### config.mk
export PLATFORM = sky130hd
export DESIGN_NAME = flow_hash
export DESIGN_NICKNAME = d
export VERILOG_FILES = /design/src/flow_pkg.sv /design/src/port_pkg.sv /design/src/flow_hash.sv
export SDC_FILE = /design/constraint.sdc
export NUM_CORES = 1
export LEC_CHECK = 0
export BUFFER_PORTS_ARGS = -buffer_cell sky130_fd_sc_hd__buf_2
export CELL_PAD_IN_SITES_DETAIL_PLACEMENT = 0
export CELL_PAD_IN_SITES_GLOBAL_PLACEMENT = 1
export CORE_MARGIN = 4
export CORE_UTILIZATION = 37
export DETAILED_ROUTE_END_ITERATION = 7
export PLACE_DENSITY_LB_ADDON = 0.1
export SLEW_MARGIN = 20
export SYNTH_ARGS = -nofsm -noshare
export SYNTH_HDL_FRONTEND = slang
export SYNTH_SLANG_ARGS = --single-unit
### constraint.sdc
create_clock -name asclk -period 1.6 [get_ports asclk]
set_input_delay 0.08 -clock asclk [delete_from_list [all_inputs] [get_ports asclk]]
set_output_delay 0.08 -clock asclk [all_outputs]
set_load 0.005 [all_outputs]
### src/flow_pkg.sv
package flow_pkg;

   // ------------------------------
   // table geometry
   // ------------------------------
   localparam int match_w     = 128;
   localparam int action_w    = 64;
   localparam int index_w     = 10;
   localparam int table_depth = 1024;

   // key rotation before the second hash fold
   localparam int hash_rot    = 5;

   // number of index-wide slices in one key, last one zero padded
   localparam int hash_slices = (match_w + index_w - 1) / index_w;

   // ------------------------------
   // flow entry format
   // ------------------------------
   typedef logic [match_w-1:0]  match_t;

   // all zero action means drop
   typedef logic [action_w-1:0] action_t;

   typedef logic [index_w-1:0]  index_t;

   // one table word, match in the upper bits
   typedef struct packed {
      match_t  match;
      action_t action;
   } entry_t;

endpackage

### src/port_pkg.sv
package port_pkg;

   // ------------------------------
   // requesters
   // ------------------------------
   localparam int num_ports = 4;
   localparam int num_req   = num_ports + 1;

   // host sits just above the lookup ports
   localparam int host_id   = num_ports;

   localparam int cnt_w     = 32;

   typedef logic [2:0]       req_id_t;
   typedef logic [cnt_w-1:0] count_t;

   // ------------------------------
   // pipeline bookkeeping
   // ------------------------------
   // one request in flight
   typedef struct packed {
      logic             valid;
      req_id_t          id;
      logic             write;
      flow_pkg::index_t addr;
      flow_pkg::match_t key;
   } pipe_item_t;

   // hash stage result, idx_0 already holds the host address for host items
   typedef struct packed {
      pipe_item_t       item;
      flow_pkg::index_t idx_0;
      flow_pkg::index_t idx_1;
   } probe_t;

endpackage

### src/flow_hash.sv
`timescale 1ns/1ps

module flow_hash (
   input  logic                 asclk,
   input  logic                 aresetn,
   input  port_pkg::pipe_item_t item,
   output port_pkg::probe_t     probe
);

   flow_pkg::match_t key_rot;
   flow_pkg::index_t hash_0;
   flow_pkg::index_t hash_1;
   logic             is_host;

   // xor of all index-wide slices of the key
   function automatic flow_pkg::index_t fold(input flow_pkg::match_t key);
      logic [flow_pkg::hash_slices*flow_pkg::index_w-1:0] padded;
      flow_pkg::index_t                                    acc;
      padded = {{(flow_pkg::hash_slices*flow_pkg::index_w - flow_pkg::match_w){1'b0}}, key};
      acc    = '0;
      for (int s = 0; s < flow_pkg::hash_slices; s++) begin
         acc = acc ^ padded[s*flow_pkg::index_w +: flow_pkg::index_w];
      end
      return acc;
   endfunction

   // rotate left before the second fold
   assign key_rot = {item.key[flow_pkg::match_w-flow_pkg::hash_rot-1:0],
                     item.key[flow_pkg::match_w-1 -: flow_pkg::hash_rot]};

   assign hash_0  = fold(item.key);
   assign hash_1  = fold(key_rot);
   assign is_host = (item.id == port_pkg::req_id_t'(port_pkg::host_id));

   // ------------------------------
   // register probe
   // ------------------------------
   always_ff @(posedge asclk) begin
      if (!aresetn) begin
         probe.item.valid <= 1'b0;
      end else begin
         probe.item  <= item;
         probe.idx_1 <= hash_1;
         // host goes straight to its address
         if (is_host) begin
            probe.idx_0 <= item.addr;
         end else begin
            probe.idx_0 <= hash_0;
         end
      end
   end

endmodule

==> results.sh <==
export IMPL_grt_max_degree=39
export IMPL_cts_root_buffer="clkbuf_16"
export IMPL_start_kind="primary input"
export IMPL_grt_pass1_wl_microns=25500
export IMPL_first_pass_iters=4
export IMPL_antenna_found_initial=0
export IMPL_period_minus_slack_ns=1.57
export IMPL_area_growth_pct=63.6
export IMPL_top_regs="probe x163"
export IMPL_mostFrequentLayoutCells="buf_2, edfxtp_1, dlygate4sd3_1, xnor2_1"
export IMPL_start_util=0.381
export IMPL_synth_distinct_cells=15
export IMPL_outcome="finished clean"
export IMPL_diodes=0
export IMPL_max_freq_mhz=635
export IMPL_hp_class="primary input to register"
export IMPL_worst_setup_path_end_kind="register"
export IMPL_syn_avg_cell_area_sq_um=21.1
export IMPL_clk_pin_slew_ns=0.06
export IMPL_largest_register_ffs=163
export IMPL_vdd_drop_max_mv=0.690
export IMPL_die_y_microns=139
export IMPL_dpl_cell_area_sq_um=8280
export IMPL_holdWs_ns=0.00536
export IMPL_grtUsageTotal=0.170
export IMPL_grt_pass1_vias=4697
export IMPL_die_area_sq_um=19300
export IMPL_core_area_sq_um=16700
export IMPL_fin_crit_sh=0.984
export IMPL_wl_per_cell_microns=16.7
export IMPL_worstPathArrival_ns=1.74
export IMPL_finalWorstSetupSlack_ns=0.0264
export IMPL_cts_buffers=17
export IMPL_htreeDepth=4
export IMPL_power_mw=11.9
export IMPL_grt_use_met1=0.192
export IMPL_max_slew_worst_pin_slew_ns=0.492
export IMPL_ys_seq_area_frac=0.768
export IMPL_drive_gt1_frac=0.448
export IMPL_powerDensity_nw_per_um2=1140
export IMPL_power_leakage_nw=4.45
export IMPL_synth_top_family_by_area="XOR/XNOR gates"
export IMPL_yosysWarnings=0
export IMPL_cap_violations=0
export IMPL_dp_cells=834
export IMPL_die_x_microns=139
export IMPL_final_setup_viol_count=0
export IMPL_crit_type="primary input to register"
export IMPL_dr_first_iter_drc_count=211
export IMPL_hold_viol=0
export IMPL_finalNonFillerCells=994
export IMPL_num_rows=47
export IMPL_cts_tree="yes"
export IMPL_grt_busiest_layer="met2"
export IMPL_wl_microns=16600
export IMPL_final_util=0.623
export IMPL_grt_use_met2=0.296
export IMPL_place_gp_congestion=0.804
export IMPL_regMostFlops="probe"
export IMPL_maxSlewViolCount=0
export IMPL_grt_overflow_total=0
export IMPL_syn_nets=446
export IMPL_layout_commonest_cell="buf_2"
export IMPL_syn_area_sq_um=6360
export IMPL_syn_inst=301
export IMPL_dpl_hpwl_microns=12000
export IMPL_post_place_ws_ns=0.0608
export IMPL_drc=0
export IMPL_synth_simple_area_share=0.00669
export IMPL_cp_required_ns=1.77
export IMPL_viasPerCell=4.30
export IMPL_numPortBuffers=307
export IMPL_vias=4278
export IMPL_synth_area_mux_share=0.00767
export IMPL_fin_nets=907
export IMPL_ys_ff_latch=163
export IMPL_synth_compound_area_share=0.00472
export IMPL_drt_antenna_violating_nets=0
export IMPL_timing_setup_tns_ns=0
export IMPL_use_met3=0.0621
export IMPL_synthXorXnorAreaFrac=0.212
export IMPL_synthAdderAreaFrac=0
export IMPL_worstPathMaxFanout=2
export IMPL_slew_limit_headroom=0.671
export IMPL_final_area_sq_um=10400
export IMPL_ios=308
export IMPL_cts_sinks=163
export IMPL_ctsLongestPathBuffers=2
## final cells by class
class,instances,area (sq um)
fillers,1295,6300
flip-flops and latches,163,4880
repair buffers,443,3050
multi-input cells,137,1620
clock buffers,18,429
well taps,220,275
clock inverters,13,143
## cells in the mapped netlist
master	number	area (sq um)
a21oi_1	2	10.0
and2_1	2	12.5
clkbuf_1	1	3.75
dfxtp_1	1	20.0
edfxtp_1	162	4860
mux2_2	3	33.8
mux2_4	1	15.0
nand2_1	5	18.8
nor2_1	3	11.3
o21ai_0	4	20.0
xnor2_1	85	744
xnor2_2	4	65.1
xnor3_1	17	383
xor2_1	7	61.3
xor3_1	4	95.1
## power by group
part / internal [mW] / switching (mW) / total (mW) / leakage [nW]
registers: 5.31 / 0.111 / 5.42 / 1.59
logic: 1.48 / 0.992 / 2.47 / 2.58
clock network: 2.41 / 1.56 / 3.97 / 0.272
## final timing paths
path                  start    endpoint  slack, ns  depth (start not counted)
hold / removal    item[100]  probe[120]      0.005                          1
setup / recovery   item[60]   probe[10]       0.03                          6
## critical path, cell delays in order
cell,delay [ns]
dlygate4sd3_1,0.53
buf_2,0.13
xnor2_1,0.20
xnor3_1,0.38
xnor2_2,0.16
mux2_2,0.26
## per-layer routing
layer,routed length [microns],part of all wire
met1,6130,0.37
met3,1440,0.086
met2,8750,0.53
met4,304,0.018
met5,0,0
## cells by family (layout without fill, tap and decap cells)
family / after synthesis / after routing
flops: 163 / 163
xor+xnor: 117 / 117
simple gates: 10 / 10
compound gates: 6 / 6
mux: 4 / 4
buf+inv: 1 / 474
## repair_timing
item | in CTS | in global routing
hold endpoints to repair | 154 | 3
setup endpoints to repair | 0 | 7
hold buffers | 143 | 3
buffers inserted | 0 | 3
resized for setup | 0 | 27
(Power assumes the default switching activity.)
