**src/flow_pkg.sv**
```systemverilog
package flow_pkg;

   // ------------------------------
   // table geometry
   // ------------------------------
   localparam int match_w     = 128;
   localparam int action_w    = 64;
   localparam int index_w     = 10;
   localparam int table_depth = 1024;

   // key rotation before the second hash fold
   localparam int hash_rot    = 5;

   // number of index-wide slices in one key, last one zero padded
   localparam int hash_slices = (match_w + index_w - 1) / index_w;

   // ------------------------------
   // flow entry format
   // ------------------------------
   typedef logic [match_w-1:0]  match_t;

   // all zero action means drop
   typedef logic [action_w-1:0] action_t;

   typedef logic [index_w-1:0]  index_t;

   // one table word, match in the upper bits
   typedef struct packed {
      match_t  match;
      action_t action;
   } entry_t;

endpackage

```
**src/port_pkg.sv**
```systemverilog
package port_pkg;

   // ------------------------------
   // requesters
   // ------------------------------
   localparam int num_ports = 4;
   localparam int num_req   = num_ports + 1;

   // host sits just above the lookup ports
   localparam int host_id   = num_ports;

   localparam int cnt_w     = 32;

   typedef logic [2:0]       req_id_t;
   typedef logic [cnt_w-1:0] count_t;

   // ------------------------------
   // pipeline bookkeeping
   // ------------------------------
   // one request in flight
   typedef struct packed {
      logic             valid;
      req_id_t          id;
      logic             write;
      flow_pkg::index_t addr;
      flow_pkg::match_t key;
   } pipe_item_t;

   // hash stage result, idx_0 already holds the host address for host items
   typedef struct packed {
      pipe_item_t       item;
      flow_pkg::index_t idx_0;
      flow_pkg::index_t idx_1;
   } probe_t;

endpackage

```
**src/action_select.sv**
```systemverilog
`timescale 1ns/1ps

module action_select (
   input  logic                           asclk,
   input  logic                           aresetn,
   input  port_pkg::pipe_item_t           item_q,
   input  flow_pkg::entry_t               entry_0,
   input  flow_pkg::entry_t               entry_1,
   output logic [port_pkg::num_ports-1:0] port_done,
   output logic                           host_done,
   output flow_pkg::action_t              action_out,
   output flow_pkg::match_t               host_match_out,
   output flow_pkg::action_t              host_action_out,
   output port_pkg::count_t               exact_hit,
   output port_pkg::count_t               exact_miss,
   output port_pkg::count_t               drop_count [port_pkg::num_ports]
);

   logic              is_host;
   logic              lookup;
   logic              hit_0;
   logic              hit_1;
   flow_pkg::action_t sel_action;

   assign is_host = (item_q.id == port_pkg::req_id_t'(port_pkg::host_id));
   assign lookup  = item_q.valid && !is_host;

   // ------------------------------
   // compare both probes
   // ------------------------------
   assign hit_0 = (entry_0.match == item_q.key);
   assign hit_1 = (entry_1.match == item_q.key);

   // probe 0 wins and a miss gives drop
   always_comb begin
      if (hit_0) begin
         sel_action = entry_0.action;
      end else if (hit_1) begin
         sel_action = entry_1.action;
      end else begin
         sel_action = '0;
      end
   end

   // done pulses and lookup result
   always_ff @(posedge asclk) begin
      if (!aresetn) begin
         port_done  <= '0;
         host_done  <= 1'b0;
         action_out <= '0;
      end else begin
         for (int p = 0; p < port_pkg::num_ports; p++) begin
            port_done[p] <= lookup && (item_q.id == port_pkg::req_id_t'(p));
         end
         host_done <= item_q.valid && is_host;
         if (lookup) begin
            action_out <= sel_action;
         end
      end
   end

   // host readback comes from probe 0
   always_ff @(posedge asclk) begin
      if (item_q.valid && is_host) begin
         host_match_out  <= entry_0.match;
         host_action_out <= entry_0.action;
      end
   end

   // ------------------------------
   // counters
   // ------------------------------
   always_ff @(posedge asclk) begin
      if (!aresetn) begin
         exact_hit  <= '0;
         exact_miss <= '0;
         for (int p = 0; p < port_pkg::num_ports; p++) begin
            drop_count[p] <= '0;
         end
      end else if (lookup) begin
         if (hit_0 || hit_1) begin
            exact_hit <= exact_hit + 1'b1;
         end else begin
            exact_miss <= exact_miss + 1'b1;
            // a miss is a drop on the requesting port
            for (int p = 0; p < port_pkg::num_ports; p++) begin
               if (item_q.id == port_pkg::req_id_t'(p)) begin
                  drop_count[p] <= drop_count[p] + 1'b1;
               end
            end
         end
      end
   end

   // every valid item ends in exactly one done
   a_done_onehot: assert property (@(posedge asclk) disable iff (!aresetn)
      item_q.valid |=> $onehot({host_done, port_done}));

endmodule

```
**config.mk**
```make
export PLATFORM = sky130hd
export DESIGN_NAME = action_select
export DESIGN_NICKNAME = d
export VERILOG_FILES = /design/src/flow_pkg.sv /design/src/port_pkg.sv /design/src/action_select.sv
export SDC_FILE = /design/constraint.sdc
export NUM_CORES = 1
export LEC_CHECK = 0
export ABC_AREA = 1
export BUFFER_PORTS_ARGS = -buffer_cell sky130_fd_sc_hd__clkbuf_2
export CORE_AREA = 4 4 375 377
export CTS_CLUSTER_DIAMETER = 30
export DETAILED_ROUTE_END_ITERATION = 10
export DIE_AREA = 0 0 379 381
export GPL_ROUTABILITY_DRIVEN = 0
export RECOVER_POWER = 50
export SKIP_CTS_REPAIR_TIMING = 1
export SLEW_MARGIN = 20
export SYNTH_ARGS = -nofsm -noshare
export SYNTH_HDL_FRONTEND = slang
export SYNTH_SLANG_ARGS = --single-unit
export TNS_END_PERCENT = 30
```
**constraint.sdc**
```tcl
create_clock -name asclk -period 12.44 [get_ports asclk]
set_input_delay 1.866 -clock asclk [delete_from_list [all_inputs] [get_ports asclk]]
set_output_delay 1.866 -clock asclk [all_outputs]
set_load 0.02 [all_outputs]
```
==> results.cfg, run 1 <==
[critical_path]
cp-end-kind = register
worst-r2r-cell-count = 10
cp.required_ns = 12.73
crit_path_max_fanout = 68
timing.rr.start = drop_count[64]
path_class = input pin to register
crit_path_start_kind = input pin
r2r_end = drop_count[94]
crit_arrival_ns = 6.08
rrSetupSlack_ns = 9.89

[timing]
rsz0062_at_grt = no
fmax_mhz = 173
whs_ns = 0.462
slew_viol_final = 109
period_share_pct = 46.5
hold_viol_final = 0
fin_skew_ns = 0.0626
tns_ns = 0
slew-limit-headroom_pct = -133
worst_pin_slew_ns = 3.49
period_needed_ns = 5.79
setup_viol = 0
fin_ws_ns = 6.65

[grt]
grt_max_degree = 101
first_global_vias = 28400
grt_pass1_wl_um = 196000
antenna_found_initial = 81
overflow = 0
track_usage_pct = 18.7

[logic_synthesis]
ys_ff_latch = 453
syn_area_per_cell_um2 = 6.68
yosysSeqAreaShare_pct = 40.6
synth_warnings = 0
synth_compound_area_share_pct = 2.41
syn-num-nets = 4580
synth-simple-area-share_pct = 38.5
synth_xor_area_share_pct = 8.00
synth-adder-area-share_pct = 0.278
synth_cell_types = 34
yosys-mux-area-fraction_pct = 0
synth_cells = 4045
synth_top_family_by_area = simple AND/OR/NAND/NOR gates
syn_area_mm2 = 0.0270

[clock_network]
clockBufferDepth = 3
htreeDepth = 3
path_clk_slew_ns = 0.04
clockRootBuffer = clkbuf_16
cts_tree = yes
cts_buffers = 121
cts_sinks = 453
clk_latency_ns = 0.73

[final_layout]
layout.nets = 5566
mostFrequentLayoutCells = 1296 x nand2_1, 767 x nor2_1, 528 x inv_1
layout_commonest_cell = nand2_1
syn2layout_area_growth_pct = 38.5
layout-drive-gt1-share_pct = 15.1

[drt]
routed_wl_um = 141000
antenna_left = 0
drc = 0
num_vias = 30700
wl_per_cell_um = 20.3
routed_via_density = 4.43
drt_iter0_drc = 2924
drt_pass1_iterations = 6

[die]
die_area_mm2 = 0.144
pin_count = 982
die_y_um = 381
design.core.area_mm2 = 0.137
initial_core_util_pct = 19.7
num_rows = 136
dieWidth_um = 379

[placed_design]
io_buffer_count = 970
pre_cts_slack_ns = 6.37
dp.final_hpwl_um = 115000

[worst_hold_path]
hold_start = action_out[27]
hold_path_class = register to register
hold_path_depth = 2
hold_end = action_out[27]

[power]
power_density_mw_per_mm2 = 142
peakVddDrop_mv = 0.105
leakage_nw = 16.6
total_power_mw = 5.32

[status]
status = finished, violations left
violations = max-capacitance violations, max-slew violations

[run]
maxCapViolCount = 2
state kept, by name, summed over array words and instances (netlist names):
register / flops
action_out: 64
port_done: 4
exact_hit: 32
host_action_out: 64
drop_count: 128
host_match_out: 128
exact_miss: 32
host_done: 1
how the worst max path moves through the flow:
stage / start / endpoint / slack [ns] / cells past startpoint
global route: item_q[139] / host_match_out[112] / 6.30 / 7
finish: item_q[139] / host_match_out[112] / 6.65 / 7
CTS: item_q[106] / exact_hit[1] / 7.14 / 13
floorplan: item_q[139] / host_action_out[0] / 1.65 / 3
detailed placement: item_q[106] / exact_hit[1] / 6.37 / 13
global placement: item_q[106] / exact_hit[1] / 6.33 / 13
power by group:
group | switching [mW] | internal (mW) | leakage [nW]
clock network | 1.02 | 2.24 | 2.06
registers | 0.00994 | 1.58 | 3.85
logic | 0.327 | 0.147 | 10.7
total | 1.36 | 3.96 | 16.6
kinds of logic (layout without fill, tap and decap cells):
kind of cell               count (synthesis)  in the layout
and+or+nand+nor                         2527           2527
buffers and inverters                    682           1770
DFF                                      453            453
xor gates and xnor gates                 247            247
AOI/OAI and AO/OA                        130            130
adders and majority gates                  6              6
other                                      0             18
synthesized netlist by cell type:
cell,instances,area share [%]
nor4_1,16,0.37
xor2_1,125,4.0
nor4_2,1,0.046
or2_2,1,0.023
buf_1,20,0.28
a21oi_1,126,2.3
nand3_1,166,3.1
nand4_2,2,0.093
or3_1,1,0.023
inv_1,529,7.3
nor2_1,768,11
nand2_2,4,0.093
clkinv_1,4,0.056
buf_4,12,0.33
o21ai_0,4,0.074
nor2_4,3,0.12
ha_1,6,0.28
edfxtp_1,192,21
and3_1,3,0.069
buf_6,7,0.29
xnor2_1,122,4.0
nand3b_1,2,0.056
inv_2,23,0.32
nand2_1,1299,18
nor3_1,45,0.83
nand4_1,196,4.5
clkbuf_1,39,0.54
nand3_2,3,0.11
nor2_2,12,0.28
and2_1,4,0.093
nor4b_1,1,0.032
dfxtp_1,261,19
buf_8,2,0.11
buf_2,46,0.85
per-stage QoR:
stage	std cells	cell area (µm²)	util (%)
3_5_place_dp	6702	33700	24.6
4_1_cts	6927	38000	27.7
3_3_place_gp	6702	33700	24.6
6_report	6945	37400	27.3
2_1_floorplan	4045	27000	-
5_1_grt	6936	37400	27.3
worst max-delay path, stage by stage:
cell,delay (ns)
clkbuf_1,0.13
nor2_1,0.21
nand2_1,0.16
nor2_1,0.81
clkbuf_1,1.08
buf_4,0.78
buf_4,0.83
final cells by class:
cell class | count | area [µm²]
repair buffers | 989 | 4410
flip-flops and latches | 453 | 11000
multi-input cells | 2910 | 13400
diodes | 18 | 45.0
clock buffers | 143 | 3230
fillers | 15200 | 99700
well taps | 1794 | 2240
inverters | 556 | 2100
clock inverters | 82 | 1070
routing by layer:
metal | wire (µm) | vias to the layer above | GRT usage [%]
met3 | 20500 | 313 | 9.68
met2 | 59800 | 1500 | 27.7
li1 | - | 14600 | -
met4 | 3750 | 82 | 5.99
met5 | 540 | - | 0
met1 | 56600 | 14200 | 23.2
No activity file was read; power rests on OpenSTA's default activity.
==> run 2: changes to the inputs <==
--- a/config.mk
+++ b/config.mk
@@ -5,12 +5,12 @@
 export SDC_FILE = /design/constraint.sdc
 export NUM_CORES = 1
 export LEC_CHECK = 0
-export ABC_AREA = 1
+export ABC_AREA = 0
 export BUFFER_PORTS_ARGS = -buffer_cell sky130_fd_sc_hd__clkbuf_2
-export CORE_AREA = 4 4 375 377
+export CORE_AREA = 4 4 376 378
 export CTS_CLUSTER_DIAMETER = 30
 export DETAILED_ROUTE_END_ITERATION = 10
-export DIE_AREA = 0 0 379 381
+export DIE_AREA = 0 0 380 382
 export GPL_ROUTABILITY_DRIVEN = 0
 export RECOVER_POWER = 50
 export SKIP_CTS_REPAIR_TIMING = 1
==> constraint.sdc (replaced) <==
create_clock -name asclk -period 5.5 [get_ports asclk]
set_input_delay 0.825 -clock asclk [delete_from_list [all_inputs] [get_ports asclk]]
set_output_delay 0.825 -clock asclk [all_outputs]
set_load 0.02 [all_outputs]
==> results.cfg, run 2 <==
[status]
status = finished, violations left
violations = max-capacitance violations, max-slew violations

[critical_path]
path_class = input pin to register
crit_family = buffers and inverters
worst-r2r-cell-count = 7
crit_arrival_ns = 4.51
max_stage_delay_ns = 2.46
worst-path-buf-inv = 2
cp.required_ns = 5.76
crit_path_start_kind = input pin
worstSetupStartpoint = item_q[139]
cp-end-kind = register
timing.rr.start = drop_count[9]
critical-path-slowest-cell = clkbuf_2
cp_cell_sequence = clkbuf_1, nor2_1, and3_1, clkbuf_2
r2r_end = drop_count[31]
rrSetupSlack_ns = 2.10
crit_path_max_fanout = 117

[logic_synthesis]
syn_area_mm2 = 0.0210
synth_common_cells = 261 x dfxtp_1, 192 x edfxtp_1, 171 x nand2_1
synth_warnings = 0
synth_cells = 2068
synthTopCellsByArea = edfxtp_1 27%, dfxtp_1 25%, xnor2_1 6.5%
yosys.area.top_type_share_pct = 27.4
ys_ff_latch = 453
synth.most_common_cell = dfxtp_1
syn-num-nets = 2603
yosysSeqAreaShare_pct = 52.3
synth_edf_count = 192
syn_area_per_cell_um2 = 10.2
async_reset_ff_share_pct = 0
ys.flop_type = dfxtp_1
yosys.area.top_type = edfxtp_1
synth_cell_types = 65

[placed_design]
dp_cells = 4756
dp.final_hpwl_um = 139000
io_buffer_count = 970

[clock_network]
path_clk_slew_ns = 0.04
clockBufferDepth = 3
clk_latency_ns = 0.74
clockRootBuffer = clkbuf_16
cts_tree = yes
cts_sinks = 453
cts_buffers = 145
htreeDepth = 4

[drt]
drc = 0
drt_iter0_drc = 2590
routed_wl_um = 165000
wl_per_cell_um = 32.5
antenna_left = 0
drt_pass1_iterations = 5
num_vias = 23400
routed_via_density = 4.61

[timing]
period_share_pct = 77.3
tns_ns = 0
worst_pin_slew_ns = 3.52
fmax_mhz = 235
slew_viol_final = 281
hold_viol_final = 0
fin_skew_ns = 0.0290
setup_viol = 0
period_needed_ns = 4.25
rsz0062_at_grt = no
slew-limit-headroom_pct = -135

[final_layout]
layout_commonest_cell = clkbuf_2
mostFrequentLayoutCells = 619 x clkbuf_2, 374 x clkbuf_1, 261 x dfxtp_1
final_cells = 5078
layout.nets = 3644
layout-drive-gt1-share_pct = 28.9
reg.largest.list = drop_count x128, host_match_out x128
syn2layout_area_growth_pct = 56.6

[die]
dieWidth_um = 380
initial_core_util_pct = 15.3
pin_count = 982
num_rows = 136
die_y_um = 382
die_area_mm2 = 0.145
design.core.area_mm2 = 0.137

[grt]
grt_pass1_wl_um = 209000
track_usage_pct = 21.8
grt_max_degree = 118
antenna_found_initial = 153
overflow = 0
first_global_vias = 21600

[worst_hold_path]
hold_start = entry_0[51]
hold_path_class = input pin to register
hold_end = host_action_out[51]
hold_path_depth = 1

[run]
maxCapViolCount = 5

[power]
peakVddDrop_mv = 0.229
total_power_mw = 13.4
leakage_nw = 12.2
power_density_mw_per_mm2 = 408
==> run 2: worst max path at each step <==
stage	endpoint	slack [ns]	cells after the start
floorplan	host_action_out[0]	1.74	2
global placement	exact_hit[18]	0.91	11
detailed placement	exact_hit[15]	0.87	9
CTS	exact_hit[31]	1.67	9
global route	drop_count[91]	0.86	4
finish	host_match_out[80]	1.25	4
==> run 2: report_power, final <==
group          switching [mW]  internal [mW]
Clock                    2.74           6.15
Sequential             0.0286           3.59
Combinational           0.624          0.304
Total                    3.39           10.0
==> run 2: per-stage QoR <==
| step | hold slack (ns) | util [%] | setup WS [ns] | instance area [µm²] |
|---|---|---|---|---|
| 5_1_grt | 0.206 | 23.9 | 0.855 | 32900 |
| 3_5_place_dp | 0.463 | 20.4 | 0.867 | 28000 |
| 2_1_floorplan | 0.540 | - | 1.74 | 21000 |
| 4_1_cts | 0.190 | 24.2 | 1.67 | 33300 |
| 3_3_place_gp | 0.458 | 20.4 | 0.907 | 28000 |
| 6_report | 0.276 | 23.9 | 1.25 | 32900 |
==> run 2: cell families (layout without fill, tap and decap cells) <==
| group | Yosys count | count (layout) | share of synthesized area, % |
|---|---|---|---|
| compound gates | 378 | 378 | 11.5 |
| xor+xnor | 286 | 286 | 11.9 |
| fa+ha+maj | 6 | 6 | 0.357 |
| buf+inv | 138 | 1303 | 2.59 |
| flops | 453 | 453 | 52.3 |
| mux | 24 | 24 | 1.14 |
| other cells | 0 | 51 | 0 |
| simple gates | 783 | 783 | 20.2 |
==> run 2: layout make-up <==
class                   instances  area, µm²
multi-input cells            1477       9530
well taps                    1794       2240
inverters                      32        128
clock buffers                 177       3900
clock inverters                94       1350
repair buffers               1000       4640
flip-flops and latches        453      11000
fillers                     15000     105000
diodes                         51        128
==> run 2: worst register-to-register path, cell delays in order, from the launching register on <==
cell and delay, ns:
dfxtp_1 0.43, and4_1 0.26, and3_1 0.25, and3_1 0.26, nand4_1 0.79, nor4_1 0.97
a21oi_1 0.14, nand2b_1 0.17
==> run 2: metal layers <==
layer	GRT usage [%]	part of all wire [%]
met3	15.8	17
met4	8.04	4.1
met5	3.21	0.72
met2	32.0	42
met1	24.0	37
