### src/flow_pkg.sv
package flow_pkg;

   // ------------------------------
   // table geometry
   // ------------------------------
   localparam int match_w     = 128;
   localparam int action_w    = 64;
   localparam int index_w     = 10;
   localparam int table_depth = 1024;

   // key rotation before the second hash fold
   localparam int hash_rot    = 5;

   // number of index-wide slices in one key, last one zero padded
   localparam int hash_slices = (match_w + index_w - 1) / index_w;

   // ------------------------------
   // flow entry format
   // ------------------------------
   typedef logic [match_w-1:0]  match_t;

   // all zero action means drop
   typedef logic [action_w-1:0] action_t;

   typedef logic [index_w-1:0]  index_t;

   // one table word, match in the upper bits
   typedef struct packed {
      match_t  match;
      action_t action;
   } entry_t;

endpackage

### src/port_pkg.sv
package port_pkg;

   // ------------------------------
   // requesters
   // ------------------------------
   localparam int num_ports = 4;
   localparam int num_req   = num_ports + 1;

   // host sits just above the lookup ports
   localparam int host_id   = num_ports;

   localparam int cnt_w     = 32;

   typedef logic [2:0]       req_id_t;
   typedef logic [cnt_w-1:0] count_t;

   // ------------------------------
   // pipeline bookkeeping
   // ------------------------------
   // one request in flight
   typedef struct packed {
      logic             valid;
      req_id_t          id;
      logic             write;
      flow_pkg::index_t addr;
      flow_pkg::match_t key;
   } pipe_item_t;

   // hash stage result, idx_0 already holds the host address for host items
   typedef struct packed {
      pipe_item_t       item;
      flow_pkg::index_t idx_0;
      flow_pkg::index_t idx_1;
   } probe_t;

endpackage

### src/lookup_arbiter.sv
`timescale 1ns/1ps

module lookup_arbiter (
   input  logic                           asclk,
   input  logic                           aresetn,
   input  logic [port_pkg::num_ports-1:0] port_req,
   input  flow_pkg::match_t               port_match [port_pkg::num_ports],
   input  logic                           host_req,
   input  logic                           host_wr,
   input  flow_pkg::index_t               host_addr,
   input  flow_pkg::match_t               host_match_in,
   output logic [port_pkg::num_ports-1:0] port_ack,
   output logic                           host_ack,
   output port_pkg::pipe_item_t           item
);

   logic [port_pkg::num_req-1:0] req_all;
   logic [port_pkg::num_req-1:0] ack_q;
   port_pkg::req_id_t            ptr;
   port_pkg::req_id_t            grant_id;
   logic                         grant_found;
   flow_pkg::match_t             grant_key;

   assign req_all  = {host_req, port_req};
   assign port_ack = ack_q[port_pkg::num_ports-1:0];
   assign host_ack = ack_q[port_pkg::host_id];

   // ------------------------------
   // round robin search
   // ------------------------------
   // first requester at or above the pointer that was not granted last cycle
   always_comb begin
      int cand;
      grant_found = 1'b0;
      grant_id    = '0;
      for (int k = 0; k < port_pkg::num_req; k++) begin
         cand = (int'(ptr) + k) % port_pkg::num_req;
         if (!grant_found && req_all[cand] && !ack_q[cand]) begin
            grant_found = 1'b1;
            grant_id    = port_pkg::req_id_t'(cand);
         end
      end
   end

   // winner's key, host key unless a port won
   always_comb begin
      grant_key = host_match_in;
      for (int p = 0; p < port_pkg::num_ports; p++) begin
         if (grant_id == port_pkg::req_id_t'(p)) begin
            grant_key = port_match[p];
         end
      end
   end

   // pointer walks every cycle even when idle
   always_ff @(posedge asclk) begin
      if (!aresetn) begin
         ptr <= '0;
      end else if (ptr == port_pkg::req_id_t'(port_pkg::num_req - 1)) begin
         ptr <= '0;
      end else begin
         ptr <= ptr + 1'b1;
      end
   end

   // ------------------------------
   // ack and item capture
   // ------------------------------
   always_ff @(posedge asclk) begin
      if (!aresetn) begin
         ack_q      <= '0;
         item.valid <= 1'b0;
      end else begin
         ack_q           <= '0;
         ack_q[grant_id] <= grant_found;
         item.valid      <= grant_found;
         item.id         <= grant_id;
         item.write      <= grant_found && host_wr &&
                            (grant_id == port_pkg::req_id_t'(port_pkg::host_id));
         item.addr       <= host_addr;
         item.key        <= grant_key;
      end
   end

   // a lookup port holds its request and key until acked
   for (genvar k = 0; k < port_pkg::num_ports; k++) begin : g_hold
      a_req_hold: assert property (@(posedge asclk) disable iff (!aresetn)
         port_req[k] && !ack_q[k] |=> port_req[k] && $stable(port_match[k]));
   end

endmodule

### config.mk
export PLATFORM = sky130hd
export DESIGN_NAME = lookup_arbiter
export DESIGN_NICKNAME = d
export VERILOG_FILES = /design/src/flow_pkg.sv /design/src/port_pkg.sv /design/src/lookup_arbiter.sv
export SDC_FILE = /design/constraint.sdc
export NUM_CORES = 1
export LEC_CHECK = 0
export BUFFER_PORTS_ARGS = -buffer_cell sky130_fd_sc_hd__buf_4
export CAP_MARGIN = 20
export CORE_AREA = 2 2 313 315
export DETAILED_ROUTE_END_ITERATION = 6
export DIE_AREA = 0 0 315 317
export REMOVE_ABC_BUFFERS = 1
export SYNTH_ARGS = -nofsm -noshare
export SYNTH_HDL_FRONTEND = slang
export SYNTH_SLANG_ARGS = --single-unit
### constraint.sdc
create_clock -name asclk -period 5.1 [get_ports asclk]
set_clock_uncertainty 0.05 [all_clocks]
set_input_delay 1.02 -clock asclk [delete_from_list [all_inputs] [get_ports asclk]]
set_output_delay 1.02 -clock asclk [all_outputs]
set_load 0.02 [all_outputs]
==> impl_metrics.py, run 1 <==
metrics = {
    "cts": {
        "cts_buffers": 17,
        "clk_pin_slew_ns": 0.08,
        "htreeDepth": 4,
        "tritoncts": "yes",
        "cts.sinks": 151,
        "cts_hold_buf": 0,
        "cts_buffer_depth": 2,
        "root_buffer": "clkbuf_16",
        "clk_latency_ns": 0.51,
    },
    "pwr": {
        "seq_power_share_pct": 18.8,
        "p_int_w": 0.00709,
        "p_sw_w": 0.00657,
        "power_leakage_nw": 9.06,
        "power_density_nw_per_um2": 649,
        "p_comb_share_pct": 70.5,
        "total_power_w": 0.0137,
        "peakVddDrop_uv": 416,
        "clkPwrFrac_pct": 10.7,
        "switching_share_pct": 48.1,
    },
    "detailed_routing": {
        "met3WireLength_um": 6940,
        "met2WireLength_um": 38500,
        "drt_iter0_markers": 1250,
        "drt-met1-wl_um": 33400,
        "viasPerCell": 4.36,
        "drt_drc_violations_left": 0,
        "dr.pass1.iters": 5,
        "num_vias": 14513,
        "wire_per_inst_um": 24.5,
        "highest_layer": "met5",
        "wirelength_um": 81400,
        "final_antenna_net_count": 0,
    },
    "floorplanning": {
        "start_util_pct": 12.7,
        "fp.dieW_um": 315,
        "rows": 114,
        "ioPinCount": 806,
        "die_height_um": 317,
        "core_um2": 96300,
        "die_area_um2": 99900,
    },
    "timing": {
        "period_share_pct": 96.4,
        "period_needed_ns": 4.92,
        "rsz0062_at_grt": "false",
        "hold_violations": 0,
        "slew_viol_final": 0,
        "clock.fmax_mhz": 203,
        "setup_viol": 0,
        "slew_headroom_pct": 54.4,
        "tightest_slew_ns": 0.684,
        "whs_ns": 0.622,
    },
    "critical_path": {
        "path_max_fanout": 34,
        "reg2reg_slack_ns": 0.18,
        "r2r-end": "item[23]",
        "rr_startpoint": "ptr[0]",
        "rr_worst_depth": 17,
        "cp_data_required_time_ns": 5.30,
        "crit_type": "reg -> reg",
        "end_kind": "flop",
        "worstSetupStartpoint": "ptr[0]",
        "start_kind": "flop",
        "crit_path_end": "item[23]",
        "arrival_ns": 5.12,
    },
    "synthesis": {
        "syn_area_um2": 12200,
        "synth_cell_type_count": 77,
        "synth-async-reset-ratio_pct": 0,
        "synth_cells": 1229,
        "ys_ff_latch": 151,
        "ys_seq_area_share_pct": 36.5,
        "syn_area_per_cell_um2": 9.91,
        "yosysWarnings": 0,
        "synth-edff-count": 142,
        "synthFlopType": "edfxtp_1",
    },
    "place": {
        "portBuffers": 805,
        "place_area_um2": 20300,
        "placedCellCount": 3282,
        "gp_congestion": 0.885,
        "hpwl_um": 66500,
    },
    "run": {
        "maxCapViolCount": 0,
    },
    "grt": {
        "grt_antenna_before_repair": 23,
        "track_usage_pct": 15.2,
        "grt_start_max_net_pins": 78,
        "grt_pass1_vias": 14139,
        "grt_overflow": 0,
        "grt_pass1_wl_um": 107000,
    },
    "outcome": {
        "outcome": "finished, final reports clean",
    },
    "layout": {
        "syn_to_final_growth_pct": 72.8,
        "fin_area_um2": 21000,
        "fin_nets": 2707,
        "drive_gt1_share_pct": 50.2,
        "instances_no_fill": 3328,
    },
    "worst_hold_path": {
        "min_path_type": "reg -> reg",
    },
}
==> critical path, cell delays in order, from the launching register on <==
cell and delay [ns]:
dfxtp_1 0.39, inv_1 0.07, ha_1 0.32, buf_4 0.22, ha_2 0.37, and3b_1 0.21, a2111oi_2 0.45, a31oi_1 0.15
o21ai_0 0.11, mux2i_1 0.10, a211o_2 0.38, mux2_1 0.34, o311a_1 0.18, a21o_4 0.32, inv_16 0.18, buf_12 0.26
mux2i_2 0.38, o211ai_1 0.12
==> power by group through the flow <==
stage               clock, W  combinational, W  sequential (W)
finish               0.00146           0.00964         0.00257
global route         0.00154            0.0102         0.00262
CTS                  0.00152           0.00941         0.00258
detailed placement         0           0.00941         0.00259
global placement           0           0.00933         0.00259
floorplan                  0           0.00433         0.00330
==> routing by layer <==
metal  vias to the layer above  global-route usage (%)
li1                       6466                       -
met1                      7106                    19.0
met2                       816                    24.9
met3                       117                    4.34
met4                         8                    5.52
met5                         -                       0
==> kinds of logic after synthesis <==
family | synth area share, %
AOI/OAI and AO/OA | 27.8
xor gates and xnor gates | 0.637
adders and majority gates | 1.85
buffers and inverters | 8.62
DFF | 36.5
muxes | 14.1
and+or+nand+nor | 10.6
==> stage by stage <==
stage          util (%)  setup slack, ns  TNS (ns)
2_1_floorplan         -            -5.02   -590.41
3_3_place_gp       21.0            0.126         0
3_5_place_dp       21.0         -0.00560  -0.00560
4_1_cts            21.7          0.00812         0
5_1_grt            21.8          0.00250         0
6_report           21.9            0.183         0
==> how the worst min path moves through the flow <==
stage,to,depth (start not counted),startpoint,slack (ns)
2_1_floorplan,ptr[0],1,ptr[0],0.65
3_3_place_gp,ptr[0],2,ptr[0],0.55
3_5_place_dp,ptr[0],2,ptr[0],0.61
4_1_cts,item[137],1,host_addr[9],0.56
5_1_grt,item[137],1,host_addr[9],0.58
6_report,ptr[0],2,ptr[0],0.62
==> cell usage after synthesis (26+ instances only) <==
library cell	number	area, µm²
a22oi_1	78	586
and2_1	26	163
buf_2	41	205
clkbuf_1	62	233
edfxtp_1	142	4260
inv_1	89	334
mux2i_1	169	1690
nand2_1	49	184
nand3_1	82	410
nor2_1	29	109
o2111ai_1	76	666
o211ai_1	32	240
o211ai_2	50	626
o21ai_0	28	140
o221ai_1	28	245
==> flip-flops by register name (all words and copies together) (netlist names) <==
signal / cells
ack_q: 5
item: 143
ptr: 3
==> repair_timing <==
| action | CTS | global route |
|---|---|---|
| gates cloned | 0 | 2 |
| setup buffers | 0 | 4 |
| pin swaps | 0 | 2 |
| endpoints found under the setup margin | 1 | 128 |
| hold endpoints to repair | 0 | 0 |
| resized for setup | 1 | 20 |
==> final cells by class <==
class / instances / area, µm²
clock buffers: 17 / 425
well taps: 1276 / 1600
inverters: 94 / 377
diodes: 9 / 22.5
fillers: 10627 / 75200
flip-flops and latches: 151 / 4450
repair buffers: 910 / 7170
multi-input cells: 856 / 6810
repair inverters: 1 / 8.76
clock inverters: 14 / 188
==> cells in the final DEF, fill, tap and decap left out, types with 29 or more instances in the layout <==
| cell | synthesis | routed |
|---|---|---|
| inv_1 | 89 | 89 |
| a22oi_1 | 78 | 78 |
| o211ai_2 | 50 | 49 |
| o211ai_1 | 32 | 32 |
| o2111ai_1 | 76 | 76 |
| mux2i_1 | 169 | 165 |
| edfxtp_1 | 142 | 142 |
| nor2_1 | 29 | 29 |
| buf_4 | 11 | 881 |
| nand3_1 | 82 | 82 |
| nand2_1 | 49 | 46 |
Note: power is estimated with default switching activity, not from simulation.
==> run 2: changes to the inputs <==
--- a/config.mk
+++ b/config.mk
@@ -5,11 +5,12 @@
 export SDC_FILE = /design/constraint.sdc
 export NUM_CORES = 1
 export LEC_CHECK = 0
+export ABC_AREA = 1
 export BUFFER_PORTS_ARGS = -buffer_cell sky130_fd_sc_hd__buf_4
 export CAP_MARGIN = 20
-export CORE_AREA = 2 2 313 315
+export CORE_AREA = 2 2 317 319
 export DETAILED_ROUTE_END_ITERATION = 6
-export DIE_AREA = 0 0 315 317
+export DIE_AREA = 0 0 319 321
 export REMOVE_ABC_BUFFERS = 1
 export SYNTH_ARGS = -nofsm -noshare
 export SYNTH_HDL_FRONTEND = slang
==> run 2 against run 1 <==
- count of clock-buffer cells in the layout did not move
- global-route usage rose by 0.46 points
- setup slack improved by 0.17 ns
- routed wire length rose by 3.5%
- cell count rose by 13%
- area after synthesis fell by 6.1%
- total power rose by 3.1%
- sequential share of layout area rose by 0.93 points
- critical path depth rose by 12
- register-to-register slack improved by 0.17 ns
- largest power group unchanged
- highest routed layer unchanged
==> impl_metrics.py, run 2 <==
metrics = {
    "outcome": {
        "outcome": "finished, final reports clean",
    },
    "worst_hold_path": {
        "hold_start": "ptr[0]",
        "min_path_type": "reg -> reg",
    },
    "layout": {
        "top_register": "item",
        "mostFrequentLayoutCells": "buf_4 (857), nand2_1 (475), nand3_1 (376)",
        "fin_util_pct": 20.3,
        "fin_area_um2": 20200,
        "fillers": 11230,
        "largest_register_ffs": 143,
        "reg_top3": "item (143), ack_q (5), ptr (3)",
        "drive_gt1_share_pct": 39.2,
        "fin_nets": 3105,
        "final_common_cell": "buf_4",
        "instances_no_fill": 3749,
        "syn_to_final_growth_pct": 76.3,
    },
    "synthesis": {
        "synth-async-reset-ratio_pct": 0,
        "yosys.area.top_type": "edfxtp_1",
        "synthTopCellsByCount": "nand2_1 (475), nand3_1 (378), edfxtp_1 (142), nor2_1 (125), o21ai_0 (122)",
        "yosys.cell_count.top_type": "nand2_1",
        "syn_area_um2": 11400,
        "synth-edff-count": 142,
        "synthMuxAreaShare_pct": 0,
        "yosysWarnings": 0,
        "synth_top_family_by_area": "simple AND/OR/NAND/NOR gates",
        "synth_compound_area_share_pct": 10.4,
        "synthFlopType": "edfxtp_1",
        "ys_ff_latch": 151,
        "synth_area_leaders": "edfxtp_1 (37%), nand3_1 (17%), nand2_1 (16%), o21ai_0 (5.3%), nor2_1 (4.1%)",
        "synth-simple-area-share_pct": 39.9,
        "synthAdderAreaFrac_pct": 1.97,
        "synth_xor_area_share_pct": 0.602,
        "ys_seq_area_share_pct": 38.9,
        "synth_cells": 1655,
        "synth_cell_type_count": 37,
        "yosys.area.top_type_share_pct": 37.3,
        "syn_area_per_cell_um2": 6.91,
    },
    "timing": {
        "setup_viol": 0,
        "tightest_slew_ns": 0.570,
        "slew_viol_final": 0,
        "setup_tns_ns": 0,
        "slew_headroom_pct": 62.0,
        "whs_ns": 0.575,
        "period_needed_ns": 4.75,
        "clock.fmax_mhz": 211,
        "rsz0062_at_grt": "false",
        "period_share_pct": 93.1,
        "hold_violations": 0,
    },
    "grt": {
        "grt_antenna_before_repair": 27,
        "grt_overflow": 0,
        "grt_pass1_vias": 14832,
        "grt_start_max_net_pins": 85,
        "track_usage_pct": 15.7,
        "grt_pass1_wl_um": 113000,
    },
    "place": {
        "place_area_um2": 19400,
        "portBuffers": 805,
        "placedCellCount": 3702,
        "gp_congestion": 0.899,
        "hpwl_um": 68000,
    },
    "critical_path": {
        "critical_path.top_delay_family": "simple AND/OR/NAND/NOR gates",
        "path_buf_inv": 7,
        "slowest_delay_ns": 0.41,
        "arrival_ns": 4.95,
        "rr_startpoint": "ptr[1]",
        "crit_type": "reg -> reg",
        "cp_data_required_time_ns": 5.30,
        "path_max_fanout": 32,
        "start_kind": "flop",
        "end_kind": "flop",
        "cp_common_cell": "nand2_1",
        "cp_slowest_cell": "dfxtp_2",
        "worstSetupStartpoint": "ptr[1]",
    },
    "pwr": {
        "switching_share_pct": 52.2,
        "power_density_nw_per_um2": 699,
        "clkPwrFrac_pct": 11.5,
        "power_leakage_nw": 9.42,
        "peakVddDrop_uv": 538,
        "p_sw_w": 0.00735,
        "seq_power_share_pct": 18.7,
        "p_int_w": 0.00674,
        "p_comb_share_pct": 69.8,
    },
    "floorplanning": {
        "ioPinCount": 806,
        "rows": 116,
        "start_util_pct": 11.5,
        "core_um2": 99300,
        "fp.dieW_um": 319,
        "die_area_um2": 102000,
        "die_height_um": 321,
    },
    "detailed_routing": {
        "final_antenna_net_count": 0,
        "wirelength_um": 84300,
        "wire_per_inst_um": 22.5,
        "num_vias": 15599,
        "viasPerCell": 4.16,
        "drt_iter0_markers": 992,
        "drt_drc_violations_left": 0,
        "dr.pass1.iters": 7,
    },
    "cts": {
        "tritoncts": "yes",
        "cts.sinks": 151,
        "clk_latency_ns": 0.51,
        "clk_pin_slew_ns": 0.08,
        "cts_hold_buf": 0,
        "htreeDepth": 4,
        "cts_buffers": 17,
        "cts_buffer_depth": 2,
        "root_buffer": "clkbuf_16",
    },
    "run": {
        "maxCapViolCount": 0,
    },
}
-- run 2: cell count changes after synthesis, sizes merged, moves of 27 or more --
cell	previous run	this run
mux2i	170	0
nand4	1	44
a21oi	19	46
o221ai	28	0
o2111ai	76	0
nand2	49	485
a22oi	79	0
o21ai	29	170
o211ai	82	5
nand3	82	378
nor2	30	130
-- run 2: path summary, 6_finish.rpt --
path	cells past startpoint	slack, ns	to
worst max-delay path	29	0.35	item[28]
worst min-delay path	2	0.58	ptr[0]
worst max register to register	29	0.35	item[28]
worst min register to register	2	0.58	ptr[0]
-- run 2: logic make-up (layout without fill, tap and decap cells) --
group,after synthesis,in the layout
xor+xnor,7,7
simple gates,1042,1042
compound gates,228,228
flops,151,151
fa+ha+maj,18,18
other cells,0,9
buf+inv,209,996
-- run 2: final cells by class --
type	count	area, µm²	area share (%)
clock inverters	15	251	1.25
well taps	1298	1620	8.06
diodes	9	22.5	0.112
flip-flops and latches	151	4450	22.1
clock buffers	17	425	2.11
repair buffers	884	6960	34.5
inverters	80	315	1.56
multi-input cells	1295	6120	30.4
-- run 2: power by group through the flow --
stage          clock, W  sequential [W]  combinational (W)
6_report        0.00162         0.00264            0.00983
5_1_grt         0.00172         0.00269             0.0107
4_1_cts         0.00170         0.00265            0.00983
3_5_place_dp          0         0.00267            0.00981
3_3_place_gp          0         0.00266            0.00977
2_1_floorplan         0         0.00332            0.00431
-- run 2: timing repair --
item	in CTS	in global routing
setup endpoints to repair	0	128
setup buffers	0	6
resized for setup	0	14
-- run 2: worst reg2reg max path, delay by kind of cell (launching register included) --
family                   cells  cell delay [ns]
AO/OA/AOI/OAI                3             0.47
adder cells (fa/ha/maj)      3             0.68
buffers and inverters        7             1.02
flip-flops                   1             0.41
AND/OR/NAND/NOR             16             1.86
-- run 2: metrics by stage --
step | total power, W | worst slack (ns)
2_1_floorplan | 0.00764 | -4.14
3_3_place_gp | 0.0124 | 0.244
3_5_place_dp | 0.0125 | 0.181
4_1_cts | 0.0142 | 0.154
5_1_grt | 0.0152 | 0.0153
6_report | 0.0141 | 0.352
-- run 2: routing by layer --
metal	wire length, µm	part of all wire [%]	up-vias	GRT usage, %
met1	35200	42	7411	19.5
li1	-	-	7200	-
met2	38200	45	854	25.2
met3	8580	10	110	6.01
met5	138	0.16	-	0
met4	2080	2.5	24	4.59
